[src/hdl/vip_defines.svh]
// video path size constants
`ifndef VIP_DEFINES_SVH
`define VIP_DEFINES_SVH

// ------------------------------------------------------------------------
// image geometry, raw sensor side
`define IMG_HDISP    8      // raw pixels per line
`define IMG_VDISP    4      // raw lines per frame

// capture settling and rate measure
`define FRAME_WAIT   2      // whole frames dropped after reset
`define FPS_WINDOW   512    // fps window length in clk cycles

// ------------------------------------------------------------------------
// transmit side buffering
`define FIFO_DEPTH   8      // rgb entries, power of two
`define INIT_CREDITS 4      // receiver buffer slots

`endif

[src/hdl/vip_ctrl_pkg.sv]
// video path control states
package vip_ctrl_pkg;

	// ------------------------------------------------------------------------
	// capture gate
	typedef enum logic [0:0] {
		CAP_WAIT = 1'b0,        // sensor still settling, frames dropped
		CAP_RUN  = 1'b1         // frames passed downstream
	} cap_state_e;

	// ------------------------------------------------------------------------
	// bayer row phase, rggb layout
	typedef enum logic [0:0] {
		ROW_EVEN = 1'b0,        // r/g row, stored in line buffer
		ROW_ODD  = 1'b1         // g/b row, produces output
	} row_phase_e;

endpackage

[src/hdl/vip_pix_pkg.sv]
// pixel beat types
package vip_pix_pkg;

	// ------------------------------------------------------------------------
	// raw sensor beat, one per clk
	typedef struct packed {
		logic       vsync;      // high between frames
		logic       href;       // line data valid
		logic [7:0] data;       // bayer sample
	} raw_pix_t;

	// ------------------------------------------------------------------------
	// demosaiced beat, one per 2x2 block
	typedef struct packed {
		logic       sof;        // first pixel of a frame
		logic [7:0] red;        // top left sample
		logic [7:0] green;      // mean of both greens
		logic [7:0] blue;       // bottom right sample
	} rgb_pix_t;

	// raw_pix_t  = 10 bits
	// rgb_pix_t  = 25 bits
	// field order matters for bit layout, sof is the msb

endpackage

[src/hdl/cmos_capture.sv]
// sensor capture and frame rate counter
`timescale 1ns/100ps
`include "vip_defines.svh"

module cmos_capture (
	input  logic                  clk,
	input  logic                  rst,
	input  logic                  cmos_vsync,   // low while frame active
	input  logic                  cmos_href,    // high during line data
	input  logic [7:0]            cmos_data,    // raw bayer sample
	output vip_pix_pkg::raw_pix_t cap_pix,      // registered, gated beat
	output logic [7:0]            fps_rate      // vsync edges per window
);
	import vip_pix_pkg::*;
	import vip_ctrl_pkg::*;

	localparam int WW   = $clog2(`FRAME_WAIT + 1);  // wait counter width
	localparam int WINW = $clog2(`FPS_WINDOW);      // window counter width

	raw_pix_t      sens_q;      // sensor pins, one stage
	logic          vs_d;        // previous registered vsync
	logic          vs_rise;     // end of frame strobe
	cap_state_e    state;
	logic [WW-1:0] wait_cnt;    // frames seen while settling
	logic [WINW-1:0] win_cnt;   // position in fps window
	logic [7:0]    edge_cnt;    // edges so far in this window

	// ------------------------------------------------------------------------
	// input register and edge detect
	always_ff @(posedge clk) begin
		if (rst) begin
			sens_q <= '0;
			vs_d   <= 1'b0;
		end else begin
			sens_q <= '{vsync: cmos_vsync, href: cmos_href, data: cmos_data};
			vs_d   <= sens_q.vsync;
		end
	end

	assign vs_rise = sens_q.vsync & ~vs_d;  // seen on the registered copy

	// ------------------------------------------------------------------------
	// settle fsm, drops the first frames
	always_ff @(posedge clk) begin
		if (rst) begin
			state    <= CAP_WAIT;
			wait_cnt <= '0;
		end else if (state == CAP_WAIT && vs_rise) begin
			if (wait_cnt == WW'(`FRAME_WAIT - 1))
				state <= CAP_RUN;                   // next frame passes whole
			wait_cnt <= wait_cnt + WW'(1);
		end
	end

	// sync strobes held low until settled
	always_comb begin
		cap_pix = sens_q;
		if (state == CAP_WAIT) begin
			cap_pix.vsync = 1'b0;
			cap_pix.href  = 1'b0;
		end
	end

	// ------------------------------------------------------------------------
	// fps window, counts every edge incl. dropped frames
	always_ff @(posedge clk) begin
		if (rst) begin
			win_cnt  <= '0;
			edge_cnt <= '0;
			fps_rate <= '0;
		end else if (win_cnt == WINW'(`FPS_WINDOW - 1)) begin
			win_cnt  <= '0;
			edge_cnt <= '0;
			fps_rate <= edge_cnt + 8'(vs_rise);     // include last cycle edge
		end else begin
			win_cnt  <= win_cnt + WINW'(1);
			edge_cnt <= edge_cnt + 8'(vs_rise);
		end
	end

	// sensor must keep href inside the active frame
	a_href_in_frame: assert property (@(posedge clk) disable iff (rst)
		!(sens_q.href && sens_q.vsync));

endmodule

[src/hdl/raw2rgb.sv]
// rggb 2x2 demosaic
`timescale 1ns/100ps
`include "vip_defines.svh"

module raw2rgb (
	input  logic                  clk,
	input  logic                  rst,
	input  vip_pix_pkg::raw_pix_t cap_pix,      // raw beat, no handshake
	output logic                  rgb_valid,    // one cycle pulse
	output vip_pix_pkg::rgb_pix_t rgb_pix       // one pixel per block
);
	import vip_ctrl_pkg::*;

	localparam int CW = $clog2(`IMG_HDISP);     // column index width

	logic [CW:0]   col;                 // extra bit so overrun is visible
	row_phase_e    phase;
	logic          href_d;              // for falling edge
	logic          sof_pend;            // next output opens a frame
	logic [7:0]    line_buf [`IMG_HDISP];   // even row samples
	logic [7:0]    g_hold;              // left green of odd row
	logic [CW-1:0] xi;                  // current column
	logic [CW-1:0] xl;                  // left column of the block
	logic [8:0]    g_sum;
	logic          b_beat;              // odd row, odd column

	assign xi     = col[CW-1:0];
	assign xl     = {col[CW-1:1], 1'b0};
	assign g_sum  = {1'b0, line_buf[xi]} + {1'b0, g_hold};   // top right g + bottom left g
	assign b_beat = cap_pix.href && phase == ROW_ODD && col[0];

	// ------------------------------------------------------------------------
	// position tracking
	always_ff @(posedge clk) begin
		if (rst) begin
			col    <= '0;
			phase  <= ROW_EVEN;
			href_d <= 1'b0;
		end else begin
			href_d <= cap_pix.href;
			if (cap_pix.vsync) begin          // between frames
				col   <= '0;
				phase <= ROW_EVEN;
			end else if (cap_pix.href) begin
				col <= col + (CW+1)'(1);
			end else if (href_d) begin        // line just ended
				col   <= '0;
				phase <= (phase == ROW_EVEN) ? ROW_ODD : ROW_EVEN;
			end
		end
	end

	// ------------------------------------------------------------------------
	// output strobe and frame marker
	always_ff @(posedge clk) begin
		if (rst) begin
			rgb_valid <= 1'b0;
			sof_pend  <= 1'b1;
		end else begin
			rgb_valid <= b_beat;
			if (cap_pix.vsync)
				sof_pend <= 1'b1;
			else if (b_beat)
				sof_pend <= 1'b0;
		end
	end

	// line buffer and pixel data
	always_ff @(posedge clk) begin
		if (cap_pix.href && phase == ROW_EVEN)
			line_buf[xi] <= cap_pix.data;     // r at even x, g at odd x
		if (cap_pix.href && phase == ROW_ODD && !col[0])
			g_hold <= cap_pix.data;           // bottom left green
		if (b_beat) begin
			rgb_pix.sof   <= sof_pend;
			rgb_pix.red   <= line_buf[xl];
			rgb_pix.green <= g_sum[8:1];      // truncated mean
			rgb_pix.blue  <= cap_pix.data;
		end
	end

	// sensor line length bound
	a_col_bound: assert property (@(posedge clk) disable iff (rst)
		col <= (CW+1)'(`IMG_HDISP));

endmodule

[src/hdl/rgb_credit_tx.sv]
// rgb fifo with credit flow control
`timescale 1ns/100ps
`include "vip_defines.svh"

module rgb_credit_tx (
	input  logic                  clk,
	input  logic                  rst,
	input  logic                  rgb_valid,        // pixel strobe, no stall
	input  vip_pix_pkg::rgb_pix_t rgb_pix,
	input  logic                  credit_return,    // one credit per cycle
	output logic                  out_valid,        // spends one credit
	output vip_pix_pkg::rgb_pix_t out_pix,
	output logic                  overflow          // sticky until rst
);
	import vip_pix_pkg::*;

	localparam int AW  = $clog2(`FIFO_DEPTH);       // pointer width
	localparam int FW  = AW + 1;                    // fill count width
	localparam int CRW = $clog2(`INIT_CREDITS + 1); // credit width

	rgb_pix_t       fifo_mem [`FIFO_DEPTH];
	logic [AW-1:0]  wr_ptr, rd_ptr;
	logic [FW-1:0]  fill;
	logic [CRW-1:0] credits;        // charged while out_valid is high
	logic [CRW-1:0] credits_nxt;
	logic           empty, full;
	logic           can_send, rd_en, bypass, wr_en;

	// ------------------------------------------------------------------------
	// send decision, looks at next cycle credits
	assign credits_nxt = credits - CRW'(out_valid) + CRW'(credit_return);
	assign empty    = (fill == '0);
	assign full     = (fill == FW'(`FIFO_DEPTH));
	assign can_send = (credits_nxt != '0);
	assign rd_en    = can_send & ~empty;
	assign bypass   = can_send & empty & rgb_valid;     // skip fifo when idle
	assign wr_en    = rgb_valid & ~bypass & ~full;

	always_ff @(posedge clk) begin
		if (rst) begin
			wr_ptr    <= '0;
			rd_ptr    <= '0;
			fill      <= '0;
			credits   <= CRW'(`INIT_CREDITS);
			out_valid <= 1'b0;
			overflow  <= 1'b0;
		end else begin
			credits   <= credits_nxt;
			out_valid <= rd_en | bypass;
			fill      <= fill + FW'(wr_en) - FW'(rd_en);
			if (wr_en)
				wr_ptr <= wr_ptr + AW'(1);
			if (rd_en)
				rd_ptr <= rd_ptr + AW'(1);
			if (rgb_valid && !bypass && full)
				overflow <= 1'b1;                   // pixel dropped
		end
	end

	// ------------------------------------------------------------------------
	// storage and output data
	always_ff @(posedge clk) begin
		if (wr_en)
			fifo_mem[wr_ptr] <= rgb_pix;
		if (bypass)
			out_pix <= rgb_pix;
		else if (rd_en)
			out_pix <= fifo_mem[rd_ptr];
	end

	// receiver never returns more than it was given
	a_credit_max: assert property (@(posedge clk) disable iff (rst)
		credits <= CRW'(`INIT_CREDITS));

endmodule

[src/hdl/vip_top.sv]
// camera video path top
`timescale 1ns/100ps

module vip_top (
	input  logic                  clk,
	input  logic                  rst,
	input  logic                  cmos_vsync,       // sensor frame sync
	input  logic                  cmos_href,        // sensor line valid
	input  logic [7:0]            cmos_data,        // raw bayer
	output logic [7:0]            fps_rate,         // frames per window
	output logic                  out_valid,
	output vip_pix_pkg::rgb_pix_t out_pix,
	input  logic                  credit_return,
	output logic                  overflow
);
	import vip_pix_pkg::*;

	raw_pix_t cap_pix;      // capture to demosaic
	logic     rgb_valid;    // demosaic to transmit
	rgb_pix_t rgb_pix;

	// ------------------------------------------------------------------------
	cmos_capture cap_i (
		.clk        (clk),
		.rst        (rst),
		.cmos_vsync (cmos_vsync),
		.cmos_href  (cmos_href),
		.cmos_data  (cmos_data),
		.cap_pix    (cap_pix),
		.fps_rate   (fps_rate)
	);

	raw2rgb demosaic_i (
		.clk       (clk),
		.rst       (rst),
		.cap_pix   (cap_pix),
		.rgb_valid (rgb_valid),
		.rgb_pix   (rgb_pix)
	);

	rgb_credit_tx tx_i (
		.clk           (clk),
		.rst           (rst),
		.rgb_valid     (rgb_valid),
		.rgb_pix       (rgb_pix),
		.credit_return (credit_return),
		.out_valid     (out_valid),
		.out_pix       (out_pix),
		.overflow      (overflow)
	);

endmodule

[config.mk]
export PLATFORM = sky130hd
export DESIGN_NAME = vip_top
export DESIGN_NICKNAME = d
export VERILOG_FILES = /design/src/hdl/vip_ctrl_pkg.sv /design/src/hdl/vip_pix_pkg.sv /design/src/hdl/cmos_capture.sv /design/src/hdl/raw2rgb.sv /design/src/hdl/rgb_credit_tx.sv /design/src/hdl/vip_top.sv
export VERILOG_INCLUDE_DIRS = /design/src /design/src/hdl
export SDC_FILE = /design/constraint.sdc
export NUM_CORES = 1
export LEC_CHECK = 0
export ABC_AREA = 1
export ABC_CLOCK_PERIOD_IN_PS = 3200
export BUFFER_PORTS_ARGS = -buffer_cell sky130_fd_sc_hd__buf_2
export CORE_MARGIN = 1.5
export CORE_UTILIZATION = 25
export CTS_BUF_LIST = sky130_fd_sc_hd__clkbuf_8
export DETAILED_ROUTE_END_ITERATION = 6
export PLACE_DENSITY = 0.41
export SYNTH_ARGS = -nofsm -noshare
export SYNTH_HDL_FRONTEND = slang
export SYNTH_SLANG_ARGS = --single-unit
[constraint.sdc]
create_clock -name clk -period 3.2 [get_ports clk]
set_input_delay 0.32 -clock clk [delete_from_list [all_inputs] [get_ports clk]]
set_output_delay 0.32 -clock clk [all_outputs]
set_load 0.01 [all_outputs]
==> run metrics, run 1 <==
status=finished clean; HP Class=in -> reg; initial core utilization=25.25%; Synth area leaders=edfxtp_1 62%, dfxtp_1 8.6%, inv_1 3.3%, mux2i_1 3.2%, nand2_1 2.9%; fillers=6271; first-pass GRT wire length=55900 um; initial antenna violation count=0; Total GRT Usage=11.57%; Tcrit/Tclk final=92.42%; Yosys warning count=0; worst skew pair latency=0.63 ns; vias post-DR=9253; # clock sinks=389; WHS Path Cells=2; vias in the first global route=9494; Fin. Hold Viols=0; Residual DRC=0; num rows=91; Worst Tran Pin Value=0.8528 ns; Critical Path Source Type=flop; Static Leak=6.730 nW; Place WS=0.1338 ns; placed cell count=2057; Worst-path clk slew=0.06 ns; top cell type's share of synthesized area=62.28%; layout cell share with drive strength beyond 1=14.53%; CP peak stage delay=0.53 ns; Die Span Y=252.2 um; crit path DAT=3.51 ns; boundary pin count=48; FF-to-FF path depth=15; fin crit period=2.957 ns; final core occ=29.74%; routability-driven placement congestion ratio=0.7263; Root Buffer=clkbuf_8; Final setup viols=0; CP required=3.75 ns; Cell Area, Synth=15520 um2; CTS buffer count=73; library cells used by synthesis=40; largest net degree at the start of global routing=58; RSZ-0062 raised after global routing=no; total gr overflow=0; fin. max-slew vios=0; FMAX=338.1 MHz; syn nets=1273; most common cell after layout, fill and taps aside=edfxtp_1; Max IR drop VDD=0.0004606 V; Max clock buf depth=3; final-stage net count=1392; DR WL/cell=16.32 um; Die Area=63600 um2; CP Class=reg -> reg; CTS tree=yes; Synth Register Bits=389; Max-Cap Viols=0; PortBufs=47; ANT nets after route=0; Max Fanout on Critical Path=7; Layout area overhead=17.79%; Mean Syn Cell Area=12.58 um2; total wire length=35820 um; CP Depth=15; Slowest cell on crit path=fa_2; Setup WS post-layout=0.2427 ns; core area=61480 um2; sequential fraction of the synthesis area=70.92%; CP Cell Sequence=inv_1 -> ha_1 -> inv_1 -> ha_1 -> fa_1 -> nor2_1 -> nand3_2 -> nand2_1 -> inv_2 -> ha_1 -> inv_1 -> ha_1 -> fa_2 -> inv_1 -> nor2_1; H-tree lvl count=3; pwr/cell area=706.1 nW/um2; DRT Pass-1 Iters=7; vias per cell=4.215; DP Wirelength=22080 um; CP delay by family, top=adder cells; clk_skew=0.03038 ns; most frequent cells in the layout=322 x edfxtp_1, 162 x inv_1, 119 x nand2_1; Die X=252.2 um; Crit. End Element=flop; Max-Slew Margin vs Limit=42.94%; Initial DRC Count=476; WP buf/inv=5; Cells after Synth=1234; cell taking the most area after synthesis=edfxtp_1; Final Non-Filler Cells=2195
[layout make-up]
type | count | area [um2] | area share [%]
clock buffers | 75 | 1032 | 5.645
diodes | 1 | 2.502 | 0.01368
inverters | 141 | 530.5 | 2.901
well taps | 790 | 988.4 | 5.405
repair buffers | 99 | 803.3 | 4.393
clock inverters | 51 | 257.7 | 1.410
flip-flops and latches | 389 | 11020 | 60.24
multi-input cells | 649 | 3656 | 19.99
[metal layers]
layer,track usage (%),wire length (um),share of wire (%)
met5,0,0,0
met4,3.798,800,2.2
met3,2.760,1478,4.1
met2,19.06,16950,47
met1,14.91,16600,46
[power by group]
part	switching (mW)	internal [mW]
clock	2.05	2.25
sequential	0.241	5.85
combinational	1.53	0.986
total	3.82	9.09
[worst reg2reg max path: cells and delay by family (launching register included)]
| family | cells | cell delay, ns |
|---|---|---|
| AND/OR/NAND/NOR | 4 | 0.45 |
| adder cells (fa/ha/maj) | 6 | 1.91 |
| flip-flops | 1 | 0.30 |
| buffers and inverters | 5 | 0.22 |
[Yosys cell counts, drive strengths merged]
cell type	number
a21boi	1
a22oi	8
a31oi	32
or2	1
a21oi	85
clkinv	1
o21ai	148
o21a	2
edfxtp	322
o22ai	7
xnor2	9
nand3	23
xor2	5
nor3	6
inv	140
dfxtp	67
nor3b	2
a21o	1
o211a	1
nand2	123
fa	3
nand4	1
o21bai	1
o221ai	8
ha	23
buf	31
mux2i	50
clkbuf	24
nor2	109
[kinds of logic (layout without fill, tap and decap cells)]
family,after synthesis,count (layout),synth area share (%)
other,0,1,0
XOR/XNOR,14,14,0.7898
AND/OR/NAND/NOR,265,265,6.883
adder cells (fa/ha/maj),26,26,2.241
buffers and inverters,196,366,5.690
flip-flops,389,389,70.92
AO/OA/AOI/OAI,294,294,10.25
multiplexers,50,50,3.224
[what timing repair did]
action | in CTS | in global routing
setup endpoints to repair | 0 | 1
resized for setup | 0 | 2
hold buffers | 11 | 0
endpoints found under the hold margin | 11 | 0
buffers inserted | 0 | 0
[sequential cells by signal, indices dropped and copies added, names as in the netlist, 3 cells and up, named ones only]
name	flops
cap_i.cap_pix	8
demosaic_i.g_hold	8
cap_i.edge_cnt	8
tx_i.fill	4
tx_i.fifo_mem	200
cap_i.fps_rate	8
demosaic_i.col	3
demosaic_i.rgb_pix	25
tx_i.credits	3
tx_i.wr_ptr	3
demosaic_i.line_buf	64
tx_i.rd_ptr	3
cap_i.win_cnt	9
tx_i.out_pix	25
[through the flow]
step | total power, mW | setup TNS (ns) | cell area [um2] | hold WS [ns]
floorplan | 7.947 | -23.48 | 15530 | 0.4019
detailed placement | 8.798 | 0 | 16880 | 0.4322
finish | 12.91 | 0 | 18290 | 0.1725
CTS | 13.21 | 0 | 18280 | 0.1317
global route | 13.72 | 0 | 18280 | 0.1741
global placement | 8.775 | 0 | 16880 | 0.4155
[worst paths after layout]
check | from | endpoint | slack [ns]
setup / recovery | tx_i.credits[0] | tx_i.fill[1] | 0.24
hold / removal | rst | cap_i.cap_pix[6] | 0.17
setup reg to reg | tx_i.credits[0] | tx_i.fill[1] | 0.24
hold reg to reg | demosaic_i.sof_pend | demosaic_i.rgb_pix[24] | 0.43
(Power assumes the default switching activity.)
==> run 2, diff against run 1 <==
--- a/config.mk
+++ b/config.mk
@@ -9,11 +9,14 @@
 export ABC_AREA = 1
 export ABC_CLOCK_PERIOD_IN_PS = 3200
 export BUFFER_PORTS_ARGS = -buffer_cell sky130_fd_sc_hd__buf_2
-export CORE_MARGIN = 1.5
+export CELL_PAD_IN_SITES_DETAIL_PLACEMENT = 1
+export CELL_PAD_IN_SITES_GLOBAL_PLACEMENT = 2
+export CORE_ASPECT_RATIO = 1.75
+export CORE_MARGIN = 5
 export CORE_UTILIZATION = 25
 export CTS_BUF_LIST = sky130_fd_sc_hd__clkbuf_8
 export DETAILED_ROUTE_END_ITERATION = 6
-export PLACE_DENSITY = 0.41
+export PLACE_DENSITY = 0.53
 export SYNTH_ARGS = -nofsm -noshare
 export SYNTH_HDL_FRONTEND = slang
 export SYNTH_SLANG_ARGS = --single-unit
==> run 2 against run 1 <==
  * First-iteration DRC count shrank 1.1%
  * Routed wire length grew 11%
  * Non-clock buffer count rose by 2
  * Sequential share of layout area decreased by 0.45 points
  * Sequential cell count unchanged
  * Worst setup slack got worse by 0.015 ns
  * Critical endpoint is now tx_i.fill[2]
  * Largest cell class unchanged
==> run metrics, run 2 (synthesis gave the netlist of run 1 again) <==
status=finished clean; FF-to-FF setup slack=0.23 ns; CP Class=reg -> reg; CP Cell Sequence=inv_1 -> ha_1 -> inv_1 -> ha_1 -> fa_1 -> nor2_1 -> nand3_2 -> nand2_1 -> inv_1 -> ha_1 -> inv_1 -> ha_1 -> fa_1 -> xnor2_1 -> nor2_1; Die X=198.4 um; most frequent cells in the layout=322 x edfxtp_1, 148 x inv_1, 119 x nand2_1; Crit. End Element=flop; Max IR drop VDD=0.0004417 V; most flop-heavy register=tx_i.fifo_mem; fin. max-slew vios=0; Residual DRC=0; HP Class=in -> reg; Post-CTS Hold Buffers=11; total wire length=39930 um; Total GRT Usage=11.94%; CP required=3.73 ns; vias post-DR=9503; H-tree lvl count=2; Post-CTS Resized=0; total gr overflow=0; multi-input combinational cell area=3704 um2; Slowest cell on crit path=fa_1; CTS tree=yes; Fin. Hold Viols=0; total power draw=13.34 mW; Final setup viols=0; RSZ-0062 raised after global routing=no; largest net degree at the start of global routing=65; Max-Cap Viols=0; CP delay by family, top=adder cells; num rows=121; DRT Pass-1 Iters=4; Worst Tran Pin Value=0.9160 ns; Max clock buf depth=3; CTS buffer count=61; PortBufs=47; Final Non-Filler Cells=2188; pwr/cell area=724.3 nW/um2; vias in the first global route=10420; most common cell after layout, fill and taps aside=edfxtp_1; layout cell share with drive strength beyond 1=14.99%; Initial DRC Count=471; Storage cell area=11020 um2; # clock sinks=389; Root Buffer=clkbuf_8; Max Fanout on Critical Path=4; Tcrit/Tclk final=92.88%; DR WL/cell=18.25 um; boundary pin count=48; Critical Path Source Type=flop; routability-driven placement congestion ratio=0.7381; Top Registers=tx_i.fifo_mem (200), demosaic_i.line_buf (64); placed cell count=2068; Worst-path clk slew=0.07 ns; WP buf/inv=4; initial antenna violation count=1; FMAX=336.5 MHz; fin crit period=2.972 ns; first-pass GRT wire length=62010 um; fillers=6691; Die Span Y=339.7 um; final-stage net count=1382; Static Leak=6.721 nW; clk_skew=0.03431 ns; ANT nets after route=0; initial core utilization=25.07%; core area=61920 um2; max reg flops=200; worst skew pair latency=0.65 ns; Max-Slew Margin vs Limit=38.71%; vias per cell=4.343; crit path DAT=3.51 ns; Layout area overhead=18.67%; Die Area=67380 um2; post-CTS setup buffer count=0; DP Wirelength=26460 um; CP peak stage delay=0.48 ns
run 2: changes by cell type in the layout (fill, tap and decap cells not counted), sizes merged:
cell      before  now
buf           88   90
bufinv         1    9
clkbuf        75   68
clkinvlp       6    3
inv          166  150
run 2: metal layers:
layer / GRT usage (%) / vias up / routed length, um
met5: 0 / - / 0
met4: 4.493 / 0 / 1421
met3: 1.936 / 80 / 1207
met2: 22.94 / 129 / 22200
met1: 12.86 / 4721 / 15090
li1: - / 4573 / -
run 2: worst paths after layout:
kind	start	to	cells after the start
worst max-delay path	tx_i.credits[0]	tx_i.fill[2]	15
worst min-delay path	rst	cap_i.win_cnt[6]	4
worst max register to register	tx_i.credits[0]	tx_i.fill[2]	15
worst min register to register	demosaic_i.sof_pend	demosaic_i.rgb_pix[24]	0
run 2: cell type report:
type	instances	area share, %
sequential	389	59.79
multi-input combinational	649	20.10
tap	799	5.427
clock buffer	68	5.080
timing repair buffer	101	4.374
inverter	141	2.880
clock inverter	40	2.330
antenna	1	0.01358
run 2: through the flow:
step	area [um2]	hold slack, ns	TNS (ns)	setup slack [ns]	utilization, %
after global placement	16950	0.4115	0	0.2305	27.37
after floorplan	15530	0.4019	-23.48	-0.1567	-
after CTS	18420	0.08704	0	0.1851	29.75
final	18420	0.1554	0	0.2280	29.75
after global routing	18420	0.1252	0	0.008506	29.75
after detailed placement	16950	0.4199	0	0.1698	27.37
run 2: where the power goes:
group | switching [mW] | leakage [nW] | internal, mW | total, mW
Combinational | 1.62 | 2.52 | 0.969 | 2.59
Sequential | 0.189 | 3.47 | 5.85 | 6.04
Clock | 2.04 | 0.732 | 2.68 | 4.72
Total | 3.85 | 6.72 | 9.50 | 13.3
run 2: worst reg2reg max path, cell delays in order, from the launching register on:
cell and delay (ns):
dfxtp_1 0.30, inv_1 0.04, ha_1 0.26, inv_1 0.04, ha_1 0.19, fa_1 0.48, nor2_1 0.15, nand3_2 0.13
nand2_1 0.10, inv_1 0.06, ha_1 0.27, inv_1 0.04, ha_1 0.20, fa_1 0.38, xnor2_1 0.18, nor2_1 0.05
==> run 3, diff against run 2 <==
--- a/config.mk
+++ b/config.mk
@@ -9,14 +9,13 @@
 export ABC_AREA = 1
 export ABC_CLOCK_PERIOD_IN_PS = 3200
 export BUFFER_PORTS_ARGS = -buffer_cell sky130_fd_sc_hd__buf_2
-export CELL_PAD_IN_SITES_DETAIL_PLACEMENT = 1
-export CELL_PAD_IN_SITES_GLOBAL_PLACEMENT = 2
 export CORE_ASPECT_RATIO = 1.75
 export CORE_MARGIN = 5
 export CORE_UTILIZATION = 25
 export CTS_BUF_LIST = sky130_fd_sc_hd__clkbuf_8
 export DETAILED_ROUTE_END_ITERATION = 6
-export PLACE_DENSITY = 0.53
+export PLACE_DENSITY = 0.41
 export SYNTH_ARGS = -nofsm -noshare
 export SYNTH_HDL_FRONTEND = slang
+export SYNTH_HIERARCHICAL = 1
 export SYNTH_SLANG_ARGS = --single-unit
==> run 3 against run 2 <==
  * Critical path type unchanged
  * Cell count grew 5.4%
  * Worst setup slack gained 0.022 ns
  * Clock skew grew 0.0079 ns
  * Synthesized cell count grew 10%
  * Clock-buffer cell count shrank 6
  * Core utilization shrank 0.54 points
  * Sequential power is essentially flat
==> run metrics, run 3 <==
placed cell count=2182; ANT nets after route=0; multi-input combinational cell area=3699 um2; design area=18410 um2; Static Leak=6.876 nW; WHS Endpoint=cap_i/vs_d; Yosys warning count=6; CP Depth=15; clk_skew=0.04222 ns; Layout area overhead=16.18%; Crit. End Element=flop; Final setup viols=0; vias post-DR=9854; grt peak-use layer=met2; Residual DRC=0; first-pass GRT wire length=58410 um; CTS tree=yes; total power draw=12.80 mW; most frequent cells in the layout=322 x edfxtp_1, 210 x inv_1, 192 x nand2_1; Die Span Y=343.1 um; WHS Path Cells=2; cell taking the most area after synthesis=edfxtp_1; sequential fraction of the synthesis area=69.47%; vias in the first global route=10050; routability-driven placement congestion ratio=0.7544; WP buf/inv=2; hold path startpoint=rst; Final Non-Filler Cells=2306; Cells after Synth=1362; total gr overflow=0; Cell Area, Synth=15850 um2; status=finished clean; DR WL/cell=16.35 um; core area=63040 um2; ys async rst share=0%; Post-synth top cells=322 x edfxtp_1, 198 x inv_1, 193 x nand2_1; Max clock buf depth=3; library cells used by synthesis=39; Mean Syn Cell Area=11.64 um2; initial core utilization=25.14%; fin crit period=2.950 ns; Initial DRC Count=375; Worst-path clk slew=0.07 ns; RSZ-0062 raised after global routing=no; FF-to-FF path depth=15; CP required=3.70 ns; Die X=200.3 um; Max IR drop VDD=0.0004859 V; DRT Pass-1 Iters=5; routing usage on met2=21.30%; fillers=6460; FF-to-FF setup slack=0.25 ns; Tcrit/Tclk final=92.20%; Fin. Hold Viols=0; CP Class=reg -> reg; Main synth FF type=edfxtp_1; Top Registers=tx_i/fifo_mem (200), demosaic_i/line_buf (64); DP Wirelength=24500 um; Root Buffer=clkbuf_8; Crit Reg-Reg Startpoint=tx_i/credits[0]; largest net degree at the start of global routing=101; Critical Path Source Type=flop; top cell type's share of synthesized area=61.01%; Max Fanout on Critical Path=6; Worst Tran Pin Value=1.149 ns; Die Area=68730 um2; Total GRT Usage=10.82%; FMAX=338.9 MHz; GR Util met1=11.29%; Slowest cell on crit path=fa_2; EDFF count, synth=322; num rows=122; CP delay by family, top=adder cells; H-tree lvl count=2; Post-DP Area=17130 um2; CP peak stage delay=0.46 ns; worst skew pair latency=0.66 ns; Storage cell area=11020 um2; pwr/cell area=695.4 nW/um2; # clock sinks=389; hold_ws=0.1791 ns; Reg2Reg Capture Point=tx_i/fill[2]; most common cell after layout, fill and taps aside=edfxtp_1; Synth area leaders=edfxtp_1 61%, dfxtp_1 8.5%, inv_1 4.7%, nand2_1 4.6%, nand3_1 3.2%; boundary pin count=48; Synth Register Bits=389; HP Class=in -> reg; syn nets=1400; crit path DAT=3.45 ns; vias per cell=4.273; final-stage net count=1489; max reg flops=200; layout cell share with drive strength beyond 1=12.81%; initial antenna violation count=1; PortBufs=47; most frequent cell after synthesis=edfxtp_1; most used cell, CP=ha_1; most flop-heavy register=tx_i/fifo_mem; grt met3 use=1.768%; CP Cell Sequence=inv_1 -> ha_1 -> inv_1 -> ha_1 -> fa_2 -> nor2_2 -> nand3_4 -> nand2_4 -> nand3_2 -> nand2_2 -> nand2_1 -> ha_1 -> fa_1 -> xnor2_1 -> nor2_1; total wire length=37700 um; fin. max-slew vios=0; Max-Slew Margin vs Limit=23.32%; CTS buffer count=61; Max-Cap Viols=0
-- run 3: cell types whose count changed after synthesis, sizes merged, moves of 6 or more --
| cell | change |
|---|---|
| mux2i | -50 |
| buf | +20 |
| clkbuf | -10 |
| nor2 | -14 |
| nand2 | +76 |
| o211ai | +50 |
| o21ai | -60 |
| xnor2 | -6 |
| a31oi | -26 |
| inv | +67 |
| nand3 | +81 |
-- run 3: timing repair --
action,4_1_cts,5_1_grt
gates resized for setup,0,3
setup endpoints to repair,0,2
hold buffers,11,0
setup buffers,0,1
hold endpoints to repair,11,0
-- run 3: metal layers --
layer  vias up  share of wire [%]
met5         -                  0
met1      4723                 38
met3        78                3.1
met2       180                 55
li1       4873                  -
met4         0                3.7
-- run 3: area by class of cell --
| cell class | count | share of cell area, % |
|---|---|---|
| sequential | 389 | 59.84 |
| clock inverter | 49 | 1.658 |
| inverter | 207 | 4.260 |
| antenna | 1 | 0.01359 |
| timing repair buffer | 91 | 4.036 |
| tap | 806 | 5.477 |
| clock buffer | 62 | 4.634 |
| multi-input combinational | 701 | 20.09 |
-- run 3: stage by stage --
step / setup slack (ns) / util, % / TNS (ns)
floorplan: -0.1908 / - / -33.16
global placement: 0.1561 / 27.17 / 0
detailed placement: 0.1162 / 27.17 / 0
CTS: 0.09791 / 29.18 / 0
global route: 0.04037 / 29.21 / 0
finish: 0.2497 / 29.21 / 0
-- run 3: power breakdown --
part	internal, mW	leakage (nW)	switching [mW]	total [mW]
Sequential	5.86	3.49	0.183	6.04
Clock	2.06	0.636	2.02	4.08
Combinational	0.951	2.75	1.73	2.68
Total	8.87	6.88	3.93	12.8
-- run 3: kinds of logic after synthesis --
logic type | share of synthesized area (%)
adder cells (fa/ha/maj) | 2.116
flip-flops | 69.47
AO/OA/AOI/OAI | 9.481
XOR/XNOR | 0.4974
AND/OR/NAND/NOR | 11.05
buffers and inverters | 7.381
-- run 3: how the worst max path moves through the flow --
stage,slack [ns],end,from
after floorplan,-0.19,tx_i/fifo_mem[0][0],tx_i/out_valid
after global placement,0.16,tx_i/fill[2],tx_i/credits[0]
after detailed placement,0.12,tx_i/fill[2],tx_i/credits[0]
after CTS,0.1,tx_i/fill[2],tx_i/credits[0]
after global routing,0.04,tx_i/fill[2],tx_i/credits[0]
final,0.25,tx_i/fill[2],tx_i/credits[0]
